===== src/include/add_defines.svh =====
// Width and latency macros for the pipelined 32-bit add/subtract unit
`ifndef ADD_DEFINES_SVH
`define ADD_DEFINES_SVH

// Operand and result width
`define ADD_WIDTH 32

// One byte per pipeline slice, fixed by the 8-bit prefix adder
`define ADD_SLICE_WIDTH 8
`define ADD_NUM_SLICES 4

// Operation tag carried alongside each request
`define ADD_TAG_WIDTH 4

// Decode + four slices + flags
`define ADD_LATENCY 6

`endif


===== src/rtl/add_req_pkg.sv =====
// External interface types: opcode enum, request struct and result struct
`include "add_defines.svh"

package add_req_pkg;

    // ------------------------------
    // Opcodes
    // ------------------------------
    // CMP is a subtract that only reports flags
    typedef enum logic [2:0] {
        OP_ADD = 3'd0,
        OP_ADC = 3'd1,
        OP_SUB = 3'd2,
        OP_SBB = 3'd3,
        OP_CMP = 3'd4
    } add_op_e;

    // ------------------------------
    // Request from the caller
    // ------------------------------
    typedef struct packed {
        add_op_e                   op;
        logic [`ADD_TAG_WIDTH-1:0] tag;
        logic [`ADD_WIDTH-1:0]     a;
        logic [`ADD_WIDTH-1:0]     b;
        // Carry for ADC, borrow for SBB
        logic                      carry_in;
    } add_req_t;

    // ------------------------------
    // Result back to the caller
    // ------------------------------
    typedef struct packed {
        logic [`ADD_TAG_WIDTH-1:0] tag;
        logic [`ADD_WIDTH-1:0]     sum;
        // Low for CMP only
        logic                      write_en;
        logic                      zero;
        logic                      negative;
        // Carry for adds, borrow for subtracts
        logic                      carry;
        logic                      overflow;
    } add_result_t;

endpackage


===== src/rtl/add_beat_pkg.sv =====
// Internal pipeline beat struct passed from stage to stage
`include "add_defines.svh"

package add_beat_pkg;

    // ------------------------------
    // Pipeline beat
    // ------------------------------
    // One beat per operation in flight
    // Slice k fills sum byte k and rewrites carry
    typedef struct packed {
        logic                      valid;
        add_req_pkg::add_op_e      op;
        logic [`ADD_TAG_WIDTH-1:0] tag;
        logic [`ADD_WIDTH-1:0]     a;
        // Second operand, already inverted for subtracts
        logic [`ADD_WIDTH-1:0]     b_eff;
        // Carry into the next slice to run
        logic                      carry;
        // Partial sum, low bytes valid so far
        logic [`ADD_WIDTH-1:0]     sum;
    } add_beat_t;

endpackage


===== src/rtl/brent_kung_adder_8bit.sv =====
// 8-bit Brent-Kung prefix adder with carry in and carry out, combinational
module brent_kung_adder_8bit (
    input  logic [7:0] a,
    input  logic [7:0] b,
    input  logic       cin,
    output logic [7:0] sum,
    output logic       cout
);

    // Per-bit propagate and generate
    logic [7:0] p0;
    logic [7:0] g0;

    // Level 1 groups of two bits: [1:0], [3:2], [5:4], [7:6]
    logic [3:0] p1;
    logic [3:0] g1;

    // Level 2 groups of four bits: [3:0], [7:4]
    logic [1:0] p2;
    logic [1:0] g2;

    // Level 3 group covering the whole byte
    logic       p3;
    logic       g3;

    // Carry into each bit, bit 8 is the carry out
    logic [8:0] c;

    // ------------------------------
    // Bit level
    // ------------------------------
    assign p0 = a ^ b;
    assign g0 = a & b;

    // ------------------------------
    // Prefix tree, forward pass
    // ------------------------------
    // Upper pair: G = G_hi | P_hi & G_lo, P = P_hi & P_lo
    assign p1[0] = p0[1] & p0[0];
    assign g1[0] = g0[1] | (p0[1] & g0[0]);

    assign p1[1] = p0[3] & p0[2];
    assign g1[1] = g0[3] | (p0[3] & g0[2]);

    assign p1[2] = p0[5] & p0[4];
    assign g1[2] = g0[5] | (p0[5] & g0[4]);

    assign p1[3] = p0[7] & p0[6];
    assign g1[3] = g0[7] | (p0[7] & g0[6]);

    // Merge pairs into nibbles
    assign p2[0] = p1[1] & p1[0];
    assign g2[0] = g1[1] | (p1[1] & g1[0]);

    assign p2[1] = p1[3] & p1[2];
    assign g2[1] = g1[3] | (p1[3] & g1[2]);

    // Merge nibbles into the full byte
    assign p3 = p2[1] & p2[0];
    assign g3 = g2[1] | (p2[1] & g2[0]);

    // ------------------------------
    // Carries, backward pass
    // ------------------------------
    assign c[0] = cin;

    // Power-of-two positions come straight from the tree
    assign c[2] = g1[0] | (p1[0] & c[0]);
    assign c[4] = g2[0] | (p2[0] & c[0]);
    assign c[8] = g3 | (p3 & c[0]);

    // Bit 6 hangs off the nibble carry
    assign c[6] = g1[2] | (p1[2] & c[4]);

    // Odd positions use one more single-bit cell
    assign c[1] = g0[0] | (p0[0] & c[0]);
    assign c[3] = g0[2] | (p0[2] & c[2]);
    assign c[5] = g0[4] | (p0[4] & c[4]);
    assign c[7] = g0[6] | (p0[6] & c[6]);

    // ------------------------------
    // Sum and carry out
    // ------------------------------
    assign sum  = p0 ^ c[7:0];
    assign cout = c[8];

endmodule


===== src/rtl/add_decode_stage.sv =====
// Decode stage: opcode to effective second operand and initial carry, registered
`include "add_defines.svh"

module add_decode_stage (
    input  logic                   clk,
    input  logic                   rst_n,
    input  logic                   in_valid,
    input  add_req_pkg::add_req_t  in_req,
    output add_beat_pkg::add_beat_t beat
);

    logic [`ADD_WIDTH-1:0] b_eff;
    logic                  carry_init;

    // ------------------------------
    // Operand selection
    // ------------------------------
    // Subtracts are a + ~b + 1, borrow in clears the +1
    always_comb begin
        case (in_req.op)
            add_req_pkg::OP_ADC: begin
                b_eff      = in_req.b;
                carry_init = in_req.carry_in;
            end
            add_req_pkg::OP_SUB,
            add_req_pkg::OP_CMP: begin
                b_eff      = ~in_req.b;
                carry_init = 1'b1;
            end
            add_req_pkg::OP_SBB: begin
                b_eff      = ~in_req.b;
                carry_init = ~in_req.carry_in;
            end
            default: begin
                // Plain ADD
                b_eff      = in_req.b;
                carry_init = 1'b0;
            end
        endcase
    end

    // ------------------------------
    // First beat register
    // ------------------------------
    always_ff @(posedge clk or negedge rst_n) begin
        if (!rst_n) begin
            beat <= '0;
        end else begin
            beat.valid <= in_valid;
            beat.op    <= in_req.op;
            beat.tag   <= in_req.tag;
            beat.a     <= in_req.a;
            beat.b_eff <= b_eff;
            beat.carry <= carry_init;
            // Slices fill this in byte by byte
            beat.sum   <= '0;
        end
    end

endmodule


===== src/rtl/add_slice_stage.sv =====
// Slice stage: one byte of the add with incoming carry, registered beat out
`include "add_defines.svh"

module add_slice_stage #(
    // Byte this stage owns, 0 is the least significant
    parameter int SLICE_INDEX = 0
) (
    input  logic                    clk,
    input  logic                    rst_n,
    input  add_beat_pkg::add_beat_t beat_in,
    output add_beat_pkg::add_beat_t beat_out
);

    // Lowest bit of the owned byte
    localparam int LSB = SLICE_INDEX * `ADD_SLICE_WIDTH;

    logic [`ADD_SLICE_WIDTH-1:0] slice_a;
    logic [`ADD_SLICE_WIDTH-1:0] slice_b;
    logic [`ADD_SLICE_WIDTH-1:0] slice_sum;
    logic                        slice_cout;

    add_beat_pkg::add_beat_t     beat_nxt;

    // ------------------------------
    // Byte add
    // ------------------------------
    assign slice_a = beat_in.a[LSB +: `ADD_SLICE_WIDTH];
    assign slice_b = beat_in.b_eff[LSB +: `ADD_SLICE_WIDTH];

    brent_kung_adder_8bit i_brent_kung_adder_8bit (
        .a    (slice_a),
        .b    (slice_b),
        .cin  (beat_in.carry),
        .sum  (slice_sum),
        .cout (slice_cout)
    );

    // ------------------------------
    // Next beat
    // ------------------------------
    // Other bytes of sum pass through untouched
    always_comb begin
        beat_nxt                              = beat_in;
        beat_nxt.sum[LSB +: `ADD_SLICE_WIDTH] = slice_sum;
        // Carry out of this byte feeds the next slice
        beat_nxt.carry                        = slice_cout;
    end

    // Stage register, advances every cycle
    always_ff @(posedge clk or negedge rst_n) begin
        if (!rst_n) begin
            beat_out <= '0;
        end else begin
            beat_out <= beat_nxt;
        end
    end

endmodule


===== src/rtl/add_flags_stage.sv =====
// Flags stage: zero, negative, carry/borrow and overflow, registered result
`include "add_defines.svh"

module add_flags_stage (
    input  logic                      clk,
    input  logic                      rst_n,
    input  add_beat_pkg::add_beat_t   beat_in,
    output logic                      out_valid,
    output add_req_pkg::add_result_t  out_result
);

    localparam int MSB = `ADD_WIDTH - 1;

    logic                     is_sub;
    add_req_pkg::add_result_t result_nxt;

    // Subtract family reports borrow instead of carry
    assign is_sub = (beat_in.op == add_req_pkg::OP_SUB) ||
                    (beat_in.op == add_req_pkg::OP_SBB) ||
                    (beat_in.op == add_req_pkg::OP_CMP);

    // ------------------------------
    // Flag logic
    // ------------------------------
    always_comb begin
        result_nxt.tag      = beat_in.tag;
        // Full difference is kept even for CMP
        result_nxt.sum      = beat_in.sum;
        result_nxt.write_en = (beat_in.op != add_req_pkg::OP_CMP);
        result_nxt.zero     = (beat_in.sum == '0);
        result_nxt.negative = beat_in.sum[MSB];
        // Carry from the last slice, inverted to a borrow for subtracts
        result_nxt.carry    = beat_in.carry ^ is_sub;
        // Same-sign operands with a result of the other sign
        result_nxt.overflow = (beat_in.a[MSB] == beat_in.b_eff[MSB]) &&
                              (beat_in.sum[MSB] != beat_in.a[MSB]);
    end

    // ------------------------------
    // Output register
    // ------------------------------
    always_ff @(posedge clk or negedge rst_n) begin
        if (!rst_n) begin
            out_valid  <= 1'b0;
            out_result <= '0;
        end else begin
            out_valid  <= beat_in.valid;
            out_result <= result_nxt;
        end
    end

endmodule


===== src/rtl/add_pipe_top.sv =====
// Top level of the add/subtract pipeline: decode, four byte slices, flags
`include "add_defines.svh"

module add_pipe_top (
    input  logic                     clk,
    input  logic                     rst_n,
    input  logic                     in_valid,
    input  add_req_pkg::add_req_t    in_req,
    output logic                     out_valid,
    output add_req_pkg::add_result_t out_result
);

    // ------------------------------
    // Beat chain
    // ------------------------------
    // beats[0] leaves decode, beats[k+1] leaves slice k
    add_beat_pkg::add_beat_t beats [`ADD_NUM_SLICES+1];

    // First stage picks the operand and carry-in
    add_decode_stage i_add_decode_stage (
        .clk      (clk),
        .rst_n    (rst_n),
        .in_valid (in_valid),
        .in_req   (in_req),
        .beat     (beats[0])
    );

    // ------------------------------
    // Byte slices
    // ------------------------------
    // Carry ripples one byte per cycle
    for (genvar k = 0; k < `ADD_NUM_SLICES; k++) begin : g_slice
        add_slice_stage #(
            .SLICE_INDEX (k)
        ) i_add_slice_stage (
            .clk      (clk),
            .rst_n    (rst_n),
            .beat_in  (beats[k]),
            .beat_out (beats[k+1])
        );
    end

    // ------------------------------
    // Flags and result
    // ------------------------------
    add_flags_stage i_add_flags_stage (
        .clk        (clk),
        .rst_n      (rst_n),
        .beat_in    (beats[`ADD_NUM_SLICES]),
        .out_valid  (out_valid),
        .out_result (out_result)
    );

endmodule


===== config.mk =====
export PLATFORM = sky130hd
export DESIGN_NAME = add_pipe_top
export DESIGN_NICKNAME = d
export VERILOG_FILES = /design/src/rtl/add_req_pkg.sv /design/src/rtl/add_beat_pkg.sv /design/src/rtl/brent_kung_adder_8bit.sv /design/src/rtl/add_decode_stage.sv /design/src/rtl/add_slice_stage.sv /design/src/rtl/add_flags_stage.sv /design/src/rtl/add_pipe_top.sv
export VERILOG_INCLUDE_DIRS = /design/src /design/src/include
export SDC_FILE = /design/constraint.sdc
export NUM_CORES = 1
export LEC_CHECK = 0
export ABC_AREA = 1
export BUFFER_PORTS_ARGS = -buffer_cell sky130_fd_sc_hd__buf_4
export CAP_MARGIN = 10
export CORE_AREA = 2 2 163 165
export CTS_CLUSTER_DIAMETER = 100
export CTS_CLUSTER_SIZE = 12
export DETAILED_ROUTE_END_ITERATION = 10
export DIE_AREA = 0 0 165 167
export PLACE_DENSITY_LB_ADDON = 0.05
export SETUP_SLACK_MARGIN = 0.05
export SLEW_MARGIN = 40
export SYNTH_ARGS = -nofsm -noshare
export SYNTH_HDL_FRONTEND = slang
export SYNTH_SLANG_ARGS = --single-unit

===== constraint.sdc =====
create_clock -name clk -period 2.22 [get_ports clk]
set_clock_uncertainty 0.05 [all_clocks]
set_input_delay 0.222 -clock clk [delete_from_list [all_inputs] [get_ports clk]]
set_output_delay 0.222 -clock clk [all_outputs]
set_load 0.01 [all_outputs]

# Word level (Yosys, flattened, before mapping)
# Index checks and enable logic that the tools add are counted.
[classes]
n_reduce_logical = 6
n_mux = 2
eq_ne = 10
bitwise_logic = 163
[op_table]
columns = ["operator", "count"]
rows = [
  ["bitwise AND 1 bit", 88],
  ["XOR 8 bit", 8],
  ["OR 1 bit", 60],
  ["bitwise AND 8 bit", 4],
  ["logical NOT 32 bit", 1],
  ["two-way mux 32 bit", 1],
  ["inverter 32 bit", 1],
  ["equality test 3 x 2 -> 1 bit (second input constant)", 4],
  ["equality test 3 bit (second input constant)", 2],
  ["equality test 3 x 1 -> 1 bit (second input constant)", 1],
  ["!= test 3 bit (second input constant)", 1],
  ["case mux 1 bit (3 select lines)", 1],
  ["OR reduction 3 bit", 1],
  ["logical OR 1 bit", 2],
  ["OR reduction 2 bit", 1],
  ["equality test 1 bit", 1],
  ["logical AND 1 bit", 1],
  ["!= test 1 bit", 1],
  ["inverter 1 bit", 1],
  ["XOR 1 bit", 1],
]
[word_totals]
word_cells = 223
input_bits = 75
ff_bits = 487

# Depth between registers and ports, before layout
# Gate-level depths: netlist of the first run.
[logic_depth]
depth_word = 11
depth_mapped = 9
depth_no_buf = 9

# By module
# A second synthesis of the first run with hierarchy kept.
[unflattened]
hier_cells = 965
hier_area_um2 = 15899.0
[modules_own_cells]
columns = ["mod", "instances", "area_per_inst_um2", "cells_per_inst"]
rows = [
  ["add_slice_stage", 4, 2627.5, 105],
  ["add_decode_stage", 1, 2767.7, 259],
  ["brent_kung_adder_8bit", 4, 352.8, 50],
  ["add_flags_stage", 1, 1209.9, 86],
]

# Worst setup path after synthesis of the first run
# No wires, ideal clock.
[synth_timing]
path_kind = "register to register"
start = "register g_slice[2].i_add_slice_stage.beat_out[60] in the netlist's numbering"
end = "register g_slice[3].i_add_slice_stage.beat_out[31] in the netlist's numbering"
required_ns = 2.046
path_slack_ns = 0.517
arrival_ns = 1.529
path_buffers = 0
setup_ns = 0.124
synth_period_minus_slack_ns = 1.703
path_stages_with_launch = 10
path_cell_list = "dfrtp_1 ha_1 nand2_1 inv_1 nand3_1 nand2_1 nand2_1 nand2_1 fa_1 xor2_1"
[synth_between]
elab_chain_cells = 10
[synth_lines]
columns = ["item", "line", "rtl"]
rows = [
  ["start, declared", "add_slice_stage.sv:11", "output add_beat_pkg::add_beat_t beat_out"],
  ["start signal, assigned", "add_slice_stage.sv:54", "beat_out <= beat_nxt;"],
  ["XOR 8 bit", "brent_kung_adder_8bit.sv:32", "assign p0 = a ^ b;"],
  ["bitwise AND 1 bit, on equally long branches", "brent_kung_adder_8bit.sv:43, brent_kung_adder_8bit.sv:42", ""],
  ["OR 1 bit (tied with other cells)", "brent_kung_adder_8bit.sv:43", "assign g1[1] = g0[3] | (p0[3] & g0[2]);"],
  ["OR 1 bit / bitwise AND 1 bit (equally long branches)", "brent_kung_adder_8bit.sv:53, brent_kung_adder_8bit.sv:69", ""],
  ["OR 1 bit *", "brent_kung_adder_8bit.sv:69", "assign c[4] = g2[0] | (p2[0] & c[0]);"],
  ["bitwise AND 1 bit *", "brent_kung_adder_8bit.sv:73", "assign c[6] = g1[2] | (p1[2] & c[4]);"],
  ["OR 1 bit *", "brent_kung_adder_8bit.sv:73", ""],
  ["bitwise AND 1 bit *", "brent_kung_adder_8bit.sv:79", "assign c[7] = g0[6] | (p0[6] & c[6]);"],
  ["OR 1 bit *", "brent_kung_adder_8bit.sv:79", ""],
  ["XOR 8 bit *", "brent_kung_adder_8bit.sv:84", "assign sum = p0 ^ c[7:0];"],
  ["named net g_slice[3].i_add_slice_stage.i_brent_kung_adder_8bit.sum[7]", "brent_kung_adder_8bit.sv:6", "output logic [7:0] sum,"],
  ["end signal, assigned", "add_slice_stage.sv:54", ""],
  ["end, declared", "add_slice_stage.sv:11", ""],
]
# The timed path passes the listed nets; every way through them passes the cells marked *.

# Worst setup path after layout of the first run
# Same ends and word-level chain as after synthesis.

==> flow_results.org, run 1 <==
** Global route
- Vias in the first global route :: 5321
- First-pass GRT wire length :: 25700 um
- The initial antenna violation count was 0.
- Entering global routing, the biggest net connects 70 pins.
- Global-route congestion overflow total :: 0
- Overall routing resource usage :: 11.7%

** Layout
- The number of antenna diodes in the final layout is 0.
- Relative to the synthesized area, the layout overhead comes to 28.3%.
- Number of filler cells placed in the layout :: 2175
- Utilization of the core after routing :: 50.7%
- Leaving out filler cells and counting taps, the final layout contains about 1.2k.
- Fin nets :: 960
- Fraction of layout cells with a size suffix above 1 :: 18.9%
- The finished cells cover 0.0131 sq mm.
- Summing all multi-input logic gate instances after layout gives 0.00169 sq mm.
- Summing all flip-flop and latch instances after layout gives about 0.0082 sq mm.

** STA
- Setup repair after global routing missed its margin :: false
- After layout, the minimum clock period comes to 1.87 ns.
- The hold violation count in the final report is 0.
- Headroom to the max-slew limit :: 58.9%
- For this run, the top clock speed supported by timing is approximately 0.54 GHz.
- Setup violations remaining at the end of the flow were counted as 0.
- At the pin with the least slew margin, the transition time is 0.616 ns.
- Accumulated negative setup slack :: 0 ns
- The worst path uses 84.1% of the clock period.
- Max-slew violation total from the final report :: 0

** Logic synthesis
- Synthesized cell area :: 0.0102 sq mm
- Instance count of the mapped netlist :: 613
- Summing the sequential cell areas from Yosys gives around four fifths of the chip area.
- Compound-Gate Fraction of Synth Area :: 0.922%
- Of the total synthesized cell area, the portion taken by AND, OR, NAND and NOR gates is 4.26%.
- Post-synthesis net count :: 736
- Number of flip-flops and latches in the synthesized netlist :: 328
- After synthesis, the share of cell area in mux cells is 0%.
- Count of yosys warnings during synthesis :: 0
- Number of distinct library cell variants in the gate-level netlist after synthesis :: 18
- A synthesized cell averages 16.6 sq um.
- Arithmetic-cell share of the synthesized area counting full adders, half adders and majority gates :: 7.08%
- The synthesized netlist devotes 4.37% of its cell area to XOR and XNOR gates.
- Dominant combinational cell family by area after synthesis :: adder cells

** Worst setup path
- Data on the critical path arrives at its endpoint at 2.23 ns.
- Worst Path Required :: roughly 2.6 ns
- Critical Setup Path Class :: register to register
- In this run the worst path has a maximum fanout of 3.
- The worst setup path is captured at a register.
- Register-to-Register Path Depth :: 9
- The worst setup path is launched from a register.

** Status
- The run finished with clean final reports.

** Floorplanning
- The die is 167 um tall.
- Horizontal extent of the die :: approximately 170 um
- Once the floorplan was initialized, standard cells occupied 39.5% of the core.
- Rows :: 59
- Total die area :: 0.0276 sq mm
- For this design the top-level I/O count stands at 117.
- Placeable core area :: 0.0258 sq mm

** Pwr
- IR analysis of the VDD net gives a maximum drop of 0.000490 V.
- PwrDens :: around 1000 mW/mm^2
- For this design the static power due to leakage is a little over 6 nW.

** Placement
- Summed over all nets, the half-perimeter wirelength after detailed placement is 9730 um.
- Once placement finished, the instance area stood at between 0.01 and 0.015 sq mm.
- Buffers placed on the I/O ports in this run total about 120.
- Dpl cells :: 1065
- At the end of routability-driven placement, the weighted congestion stood at 0.720.

** Min path
- The path class of the tightest hold or removal check is input pin to async pin.

** Routing
- Via density :: slightly above 4
- Before antenna repair, the detailed router went through 4 iterations.
- The final route contains 4846 vias.
- Number of remaining DRC errors :: 0
- The detailed router finished its first iteration with 185 violations.
- Routed len/inst :: about 13 um
- The count of nets left with antenna violations once routing finished came out at 0.
- Total wirelength of the detailed-routed design :: 15000 um

** Clocking
- The number of hold buffers added after CTS was 74.
- No sink is reached through more buffers than the 3 on the longest clock path.
- Count of instances resized after the clock tree is built :: 0
- Number of buffers added by the clock tree synthesis step :: 31
- # H-tree levels :: 1
- Clock-pin slew was measured on the worst setup and hold paths at about 0.060 ns.
- Clock tree from TritonCTS :: done
- Sink count of the clock tree :: 328
- Clk Tree Root Cell :: clkbuf_16
- The clock reaches the later pin of the worst-skew pair after 0.54 ns.
- Setup fix buffers added after clock tree synthesis :: 0

** Run
- Count of max-cap constraint violations :: 0
==> synth_stat cells (all sizes together) <==
master / instances / area share, %
a21oi: 10 / 0.49
xnor2: 40 / 3.6
fa: 16 / 3.1
inv: 59 / 2.2
o21a: 4 / 0.30
nand2: 67 / 2.5
nor2: 33 / 1.2
o21ai: 2 / 0.14
buf: 4 / 0.52
and2: 4 / 0.25
xor2: 9 / 0.77
ha: 32 / 3.9
nand3: 5 / 0.25
dfrtp: 328 / 81
==> cell families (layout without fill, tap and decap cells) <==
family / after synthesis / after routing
buffers and inverters: 63 / 287
AND/OR/NAND/NOR: 109 / 109
AO/OA/AOI/OAI: 16 / 16
XOR/XNOR: 49 / 49
flip-flops: 328 / 328
adder cells (fa/ha/maj): 48 / 48
==> routing by layer <==
layer	GRT usage [%]	up-vias	routed length (um)
met5	0	-	0
met4	3.48	0	406
met3	2.71	31	687
met2	19.3	94	7510
met1	15.5	2424	6450
li1	-	2297	-
==> layout make-up <==
class                      instances  area share (%)
timing repair buffer             195            13.2
tap                              335            3.21
clock buffer                      31            5.94
clock inverter                     2           0.134
inverter                          59            1.70
sequential                       328            62.9
multi-input combinational        222            13.0
==> worst paths after layout <==
kind / from / end / slack [ns]
max: g_slice[2].i_add_slice_stage.beat_out[60] / g_slice[3].i_add_slice_stage.beat_out[31] / 0.35
min: rst_n / i_add_flags_stage.out_result[4] / 0.14
max reg2reg: g_slice[2].i_add_slice_stage.beat_out[60] / g_slice[3].i_add_slice_stage.beat_out[31] / 0.35
min reg2reg: i_add_decode_stage.beat[73] / g_slice[0].i_add_slice_stage.beat_out[73] / 0.29
max in group asynchronous: rst_n / i_add_decode_stage.beat[73] / 1.28
min in group clk: in_req[45] / i_add_decode_stage.beat[77] / 0.27
==> metrics by stage <==
stage	setup slack, ns	total power, mW	hold slack (ns)
finish	0.352	13.5	0.144
global route	0.252	14.3	0.171
CTS	0.326	13.8	0.131
detailed placement	0.331	9.25	0.114
global placement	0.400	9.19	0.111
floorplan	0.517	8.26	-0.124
==> critical path, cell delays in order (launching register included) <==
cell and delay, ns:
dfrtp_1 0.36, ha_1 0.33, nand2_1 0.09, inv_1 0.04, nand3_1 0.08, nand2_1 0.10, nand2_1 0.08, nand2_1 0.06
fa_1 0.38, xor2_1 0.18
==> power by group <==
part | switching, mW | internal (mW) | total, mW
clock network | 1.94 | 2.45 | 4.39
logic | 0.812 | 0.835 | 1.65
registers | 0.422 | 7.09 | 7.52
==> flip-flops by register name (all words and copies together), names as in the netlist <==
| register | flops |
|---|---|
| i_add_flags_stage.out_result | 40 |
| g_slice.i_add_slice_stage.beat_out | 214 |
| i_add_decode_stage.beat | 73 |
| i_add_flags_stage.out_valid | 1 |
==> cell usage in the layout, fill, tap and decap left out, drive strengths merged <==
cell	netlist	final
o21a	4	4
inv	59	61
xnor2	40	40
nor2	33	33
and2	4	4
dlygate4sd3	0	74
nand3	5	5
o21ai	2	2
buf	4	121
a21oi	10	10
fa	16	16
ha	32	32
clkbuf	0	31
dfrtp	328	328
xor2	9	9
nand2	67	67
Power figures use the tool's default switching activity.
==> run 2: changes to the inputs <==
clock period = 1.72 ns   (was 2.22 ns; I/O delays follow)
==> run 2 against run 1 <==
  * The run now ends with setup timing left
  * Die area unchanged
  * Utilization up 1.5 points
  * Sequential share of layout area down 1.8 points
  * Setup slack worse by 0.36 ns
  * Fmax up 7.9%
  * Total power up 31%
  * Worst hold slack worse by 0.080 ns
  * Non-clock buffer count up 27
  * Wire length up 0.80%
  * Count of clock-buffer cells in the layout unchanged
  * Final cell count up 2.2%
  * Design area up 3.0%
==> flow_results.org, run 2 (same netlist as run 1, synthesis figures left out) <==
** STA
- Setup slack of the critical path after layout :: -0.0107 ns (-0.363 ns)
- The hold violation count in the final report is 0 (unchanged).
- Setup repair after global routing missed its margin :: true
- The final max-slew violation count was 0 (unchanged).
- The maximum frequency from static timing analysis came to 0.578 GHz (+7.9%).
- Number of setup violations in the final report :: 3 (+3)
- The worst slew margin relative to its limit came to 74.9% (+16 points).
- Final cycle utilization of the critical path :: 101% (+16 points)
- The final-layout worst hold slack was 0.0646 ns (-0.0798 ns).
- Transition time at the pin with the least slew margin :: 0.377 ns (-0.239 ns)
- Time the final worst path needs with I/O delays and setup :: 1.73 ns (-0.137 ns)

** Pwr
- The combinational group share of total power was 13.5% (+1.3 points).
- Portion of total power attributed to sequential cells :: 54.8% (-0.7 points)
- Max rail drop VDD :: 0.000656 V (+34%)
- The switching part of the total was 23.5% (+0.094 points).
- PwrDens :: 1320 mW/mm^2 (+27%)
- The clock network power share came to 31.7% (-0.7 points).
- The total power draw came to 17.7 mW (+31%).
- Leakage power summed over all cells :: 6.33 nW (+2.1%)
- Net load switching power :: 4.17 mW (+31%)
- Internal power of the cells :: 13.6 mW (+31%)

** Routing
- Routed len/inst :: 12.7 um (-1.4%)
- Total number of vias :: 4983 (+2.8%)
- Pre-Repair DR Iteration Count :: 3 (-1)
- Via density :: 4.16 (+0.60%)
- The number of violations reported at the end of detailed-routing iteration 0 is 269 (+45%).
- Number of remaining DRC errors :: 0 (unchanged)
- The routed wire length came to 15200 um (+0.80%).
- Number of nets with antenna violations after routing :: 0 (unchanged)

** Placement
- DPL Wire Length :: 9850 um (+1.3%)
- Placer congestion estimate :: 0.724 (+0.57%)
- The worst slack after detailed placement was -0.0751 ns (-0.406 ns).
- The number of buffer cells added on primary ports was 116 (unchanged).
- The cell count after placement was 1084 (+1.8%).

** Worst setup path
- STA classifies the critical path endpoint as a register.
- Sort of element at the start of the critical path :: register
- Biggest fanout along the worst timing path :: 3 (unchanged)
- By startpoint and endpoint, the worst setup path is classified as register to register.
- The required time of the critical path was 2.09 ns (-0.49 ns).
- Data arrival time of the critical path :: 2.10 ns (-0.13 ns)
- Register-to-Register Path Depth :: 9 (unchanged)

** Global route
- The overall fraction of global-route tracks in use is 11.8% (+0.070 points).
- The total overflow reported by the global router came to 0 (unchanged).
- The initial antenna violation count is 0 (unchanged).
- Maximum number of pins on one net before global-route repair :: 74 (+5.7%)
- First-pass GRT wire length :: 25900 um (+0.78%)
- The number of global-route vias before repair came to 5476 (+2.9%).

** Layout
- Reg with most FFs :: g_slice.i_add_slice_stage.beat_out
- Antenna Diode Count :: 0 (unchanged)
- Number of cells in the finished layout apart from fillers :: 1198 (+2.2%)
- The fraction of final layout cells sized beyond drive strength 1 is 27.3% (+8.5 points).
- The library cell used most frequently in the layout, excluding fill and tap cells, is dfrtp_1.
- In the final layout, the registers with the most flip-flops are g_slice.i_add_slice_stage.beat_out x214, i_add_decode_stage.beat x73, i_add_flags_stage.out_result x40.
- From synthesis to final layout, the design area changed by 32.2%.
- The top cell types in the final layout, fill and taps aside, are dfrtp_1, buf_4, dlygate4sd3_1.
- Max reg flops :: 214 (unchanged)
- The number of nets at the end of the flow was 987 (+2.8%).
- Utilization of the core after routing :: 52.2% (+1.5 points)

** Floorplanning
- The number of placed I/O pins was 117 (unchanged).
- Horizontal extent of the die :: 165 um (unchanged)
- The number of placement rows is 59 (unchanged).
- The placeable core region was 0.0258 sq mm (unchanged).
- The die area came to 0.0276 sq mm (unchanged).
- Starting density of the core :: 39.5% (unchanged)
- The floorplan die height is 167 um (unchanged).

** Clocking
- Clock tree from TritonCTS :: done
- The source-to-sink clock delay at the later pin of the worst-skew pair came to 0.53 ns (about the same).
- In this run the clock root is driven by a clkbuf_16.
- Number of buffers added by the clock tree synthesis step :: 31 (unchanged)
- # H-tree levels :: 1 (unchanged)
- The clock transition at the registers of the reported paths came to 0.06 ns (about the same).
- Number of buffers on the longest clock path :: 3 (unchanged)
- Sink count of the clock tree :: 328 (unchanged)

** Run
- Count of max-cap constraint violations :: 0 (unchanged)

** Status
- The run finished, with violations left.
- The checks that failed: setup timing.

** Min path
- Class of the worst hold path :: input pin to async pin
## run 2: changes by cell type in the layout (fill, tap and decap cells not counted), moves of 4 or more
cell,before,now
buf_4,115,141
nand2_1,66,50
nand2_2,0,14
fa_1,16,4
fa_2,0,12
inv_1,59,50
inv_2,0,9
ha_1,32,27
ha_4,0,5
nand3_1,5,1
nand3_2,0,4
## run 2: area by class of cell
class                           count  area, sq um
Timing Repair Buffer              222         1930
Clock buffer                       31          776
Clock inverter                      1         8.76
Inverter                           59          221
Fill cell                        2154        12300
Sequential cell                   328         8210
Multi-Input combinational cell    222         1880
Tap cell                          335          419
## run 2: metrics by stage
stage | area, sq um | TNS [ns]
after floorplan | 10200 | 0
after global placement | 11700 | -0.110
after detailed placement | 11700 | -0.390
after CTS | 13300 | -0.0806
after global routing | 13400 | -0.863
final | 13400 | -0.0224
## run 2: final timing paths
path	from	endpoint	slack, ns
min in group clk	in_req[44]	i_add_decode_stage.beat[76]	0.23
max in group asynchronous	rst_n	g_slice[0].i_add_slice_stage.beat_out[47]	0.86
max	g_slice[2].i_add_slice_stage.beat_out[89]	g_slice[3].i_add_slice_stage.beat_out[31]	-0.01
max reg2reg	g_slice[2].i_add_slice_stage.beat_out[89]	g_slice[3].i_add_slice_stage.beat_out[31]	-0.01
min	rst_n	g_slice[3].i_add_slice_stage.beat_out[101]	0.06
min reg2reg	g_slice[1].i_add_slice_stage.beat_out[3]	g_slice[2].i_add_slice_stage.beat_out[3]	0.29
## run 2: power by group through the flow
stage | clock [mW] | combinational [mW] | sequential [mW]
4_1_cts | 5.87 | 2.36 | 9.76
6_report | 5.62 | 2.39 | 9.72
3_5_place_dp | 0 | 2.14 | 9.88
5_1_grt | 6.17 | 2.68 | 9.89
2_1_floorplan | 0 | 0.849 | 9.82
3_3_place_gp | 0 | 2.11 | 9.84
## run 2: layer usage
metal | up-vias | part of all wire, % | track usage [%]
met1 | 2506 | 41 | 15.0
met4 | 0 | 2.6 | 3.82
li1 | 2348 | - | -
met2 | 97 | 52 | 20.3
met3 | 32 | 4.6 | 2.29
met5 | - | 0 | 0
## run 2: worst max-delay path, stage by stage (launching register included)
cell	delay, ns
dfrtp_1	0.38
ha_1	0.29
nand2_1	0.08
nand2_2	0.07
nand3_2	0.07
nand2_2	0.07
nand2_1	0.06
nand2_1	0.06
fa_2	0.33
xor2_1	0.14
## run 2: repair_timing
action,in CTS,in global routing
hold endpoints to repair,401,0
hold buffers,74,0
resized for setup,21,29
setup buffers,5,3
pin swaps,8,12
endpoints found under the setup margin,18,21
==> run 3: changes to the inputs <==
CORE_AREA = 2 2 203 205   (was 2 2 163 165)
DIE_AREA = 0 0 205 207   (was 0 0 165 167)
SYNTH_HIERARCHICAL = 1   (was unset)
==> run 3 against run 2 <==
  * The flow still finishes with violations (setup timing)
  * Critical path depth unchanged
  * Via count up 15%
  * Flip-flop and latch count unchanged
  * Sequential share of layout area down 2.8 points
  * Count of clock-buffer cells in the layout unchanged
  * First-iteration DRC count down 15%
==> flow_results.org, run 3 <==
** Status
- Run status :: finished with violations
- The checks that failed: setup timing.

** Placement
- The final RePlAce weighted congestion was 0.735 (+1.6%).
- DPL Wire Length :: 13600 um (+38%)
- Setup slack after placement :: -0.0848 ns (-0.00975 ns)
- IO Port Bufs :: 116 (unchanged)

** Floorplanning
- Placeable core area :: 0.0404 sq mm (+57%)
- Total die area :: 0.0424 sq mm (+54%)
- The horizontal die dimension was 205 um (+24%).
- The number of placement rows was 74 (+25%).
- The number of placed I/O pins came to 117 (unchanged).
- Floorplan die height :: 207 um (+24%)
- Starting density of the core :: 26.0% (-13 points)

** Layout
- The number of nets at the end of the flow came to 1097 (+11%).
- The flip-flop count of the largest register after layout was 214 (unchanged).
- Ranked by flip-flop count, first place goes to g_slice.i_add_slice_stage/beat_out.
- The largest registers in the layout are g_slice.i_add_slice_stage/beat_out x214, i_add_decode_stage/beat x73, i_add_flags_stage/out_result x40.
- Most common library cell in the layout ignoring fill and taps :: dfrtp_1
- Leaving out fill and tap cells, the most frequent cells in the layout are dfrtp_1, buf_4, inv_1.
- Antenna Diode Count :: 0 (unchanged)
- Syn-to-layout area delta :: 34.2%
- The fraction of final layout cells sized beyond drive strength 1 is 24.5% (-2.8 points).

** Worst setup path
- The depth of the most critical reg-to-reg path was 9 (unchanged).
- R2R Path End :: g_slice[3].i_add_slice_stage/beat_out[31]
- The required time of the critical path came to 2.11 ns (+0.02 ns).
- The worst register-to-register path begins at g_slice[2].i_add_slice_stage/beat_out[89].
- The flop-to-flop setup slack was -0.02 ns (about the same).
- Data arrival time of the critical path :: 2.13 ns (+0.03 ns)
- CP endpoint kind :: register
- Critical Setup Path Class :: register to register
- The top fanout value on the critical path was 3 (unchanged).
- Sort of element at the start of the critical path :: register

** STA
- The final critical-path share of the clock period came to 101% (+0.69 points).
- Final Hold Fails :: 0 (unchanged)
- The worst slew margin relative to its limit was 70.0% (-4.9 points).
- Transition time at the pin with the least slew margin :: 0.451 ns (+0.0735 ns)
- Max-slew violation total from the final report :: 0 (unchanged)
- The final critical delay including setup and external delays came to 1.74 ns (+0.0119 ns).
- The final-layout worst hold slack is 0.0800 ns (+0.0154 ns).
- The maximum frequency from static timing analysis is 0.574 GHz (-0.68%).
- The final setup violation count is 2 (-1).
- The minimum setup slack in the final design is -0.0225 ns (-0.0119 ns).
- Setup repair after global routing missed its margin :: true

** Pwr
- The worst IR drop on VDD is 0.000630 V (-4.0%).
- The power density normalized to cell area is 1230 mW/mm^2 (-6.6%).
- Leakage power summed over all cells :: 6.77 nW (+7.1%)

** Logic synthesis
- Count of yosys warnings during synthesis :: 6 (+6)
- The instance count of the mapped netlist came to 726 (+18%).
- Post-synthesis net count :: 849 (+15%)
- Average footprint of a synthesized cell :: 14.5 sq um (-13%)
- Synthesized cell area :: 0.0105 sq mm (+3.2%)

** Routing
- The routed wire length is 20300 um (+34%).
- Total number of vias :: 5712 (+15%)
- Number of nets with antenna violations after routing :: 0 (unchanged)
- The routed wire length per instance was 13.5 um (+6.4%).
- Initial DRC count :: 229 (-15%)
- Pre-Repair DR Iteration Count :: 4 (+1)
- The DRC violations left was 0 (unchanged).
- Via density :: 3.79 (-8.8%)

** Global route
- The number of global-route vias before repair was 6373 (+16%).
- Initial antenna violation count :: 0 (unchanged)
- The overall fraction of global-route tracks in use was 10.0% (-1.8 points).
- The total overflow reported by the global router came to 0 (unchanged).
- The wire length of the first global-routing pass came to 33400 um (+29%).
- The maximum number of pins on one net before global-route repair was 50 (-32%).

** Run
- The max-cap check violation count is 0 (unchanged).

** Clocking
- # H-tree levels :: 1 (unchanged)
- Clock input transition at the sequential cells of the worst setup and hold paths :: 0.06 ns (about the same)
- Sink count of the clock tree :: 328 (unchanged)
- The clock buffer count from CTS came to 31 (unchanged).
- The source-to-sink clock delay at the later pin of the worst-skew pair is 0.56 ns (+0.03 ns).
- Clk Tree Root Cell :: clkbuf_16
- TritonCTS built the clock tree.
- Number of buffers on the longest clock path :: 3 (unchanged)

** Min path
- Class of the worst hold path :: input pin to async pin
==> run 3: worst max-delay path by stage <==
stage	startpoint	end	depth (start not counted)	slack [ns]
detailed placement	g_slice[1].i_add_slice_stage/beat_out[50]	g_slice[2].i_add_slice_stage/beat_out[23]	9	-0.08
global route	g_slice[2].i_add_slice_stage/beat_out[89]	g_slice[3].i_add_slice_stage/beat_out[31]	9	-0.1
finish	g_slice[2].i_add_slice_stage/beat_out[89]	g_slice[3].i_add_slice_stage/beat_out[31]	9	-0.02
global placement	g_slice[1].i_add_slice_stage/beat_out[50]	g_slice[2].i_add_slice_stage/beat_out[23]	9	-0.08
floorplan	g_slice[2].i_add_slice_stage/beat_out[58]	g_slice[3].i_add_slice_stage/beat_out[31]	9	0.07
CTS	g_slice[2].i_add_slice_stage/beat_out[89]	g_slice[3].i_add_slice_stage/beat_out[31]	9	-0.05
==> run 3: repair_timing <==
action | CTS | global route
hold buffers | 74 | 0
setup endpoints to repair | 20 | 19
setup buffers | 5 | 3
endpoints found under the hold margin | 401 | 0
resized for setup | 22 | 27
pin swaps | 12 | 15
==> run 3: critical path, cell delays in order, from the launching register on <==
cell     delay (ns)
dfrtp_1        0.39
ha_1           0.29
nand2_1        0.07
nand2_1        0.06
nand3_1        0.08
nand2_2        0.08
nand2_2        0.07
nand2_2        0.05
fa_2           0.33
xor2_1         0.16
==> run 3: through the flow <==
stage	power [mW]	utilization, %	setup TNS, ns	std cells	instance area (sq um)
after floorplan	10.2	-	0	726	10500
after global placement	11.4	30.4	-0.328	1391	12300
after detailed placement	11.4	30.4	-0.544	1391	12300
after CTS	17.7	34.5	-0.307	1503	13900
after global routing	18.4	34.9	-1.06	1506	14100
final	17.3	34.9	-0.0435	1506	14100
==> run 3: layout make-up <==
cell class,instances,area [sq um]
inverter,94,353
tap,532,666
timing repair buffer,228,1990
clock inverter,2,17.5
sequential,328,8210
clock buffer,31,776
fill,4001,26300
multi-input combinational,291,2070
==> run 3: routing by layer <==
layer / up-vias / routed length (um) / global-route usage [%]
met5: - / 0 / 0
met4: 0 / 697 / 4.07
met3: 45 / 1160 / 2.20
met2: 113 / 10400 / 17.2
met1: 2848 / 8050 / 12.1
li1: 2706 / - / -
==> run 3: report_power, final <==
group	switching (mW)	total (mW)	internal (mW)
registers	0.476	9.37	8.89
clock network	2.68	5.84	3.16
logic	1.05	2.14	1.09
total	4.20	17.3	13.1
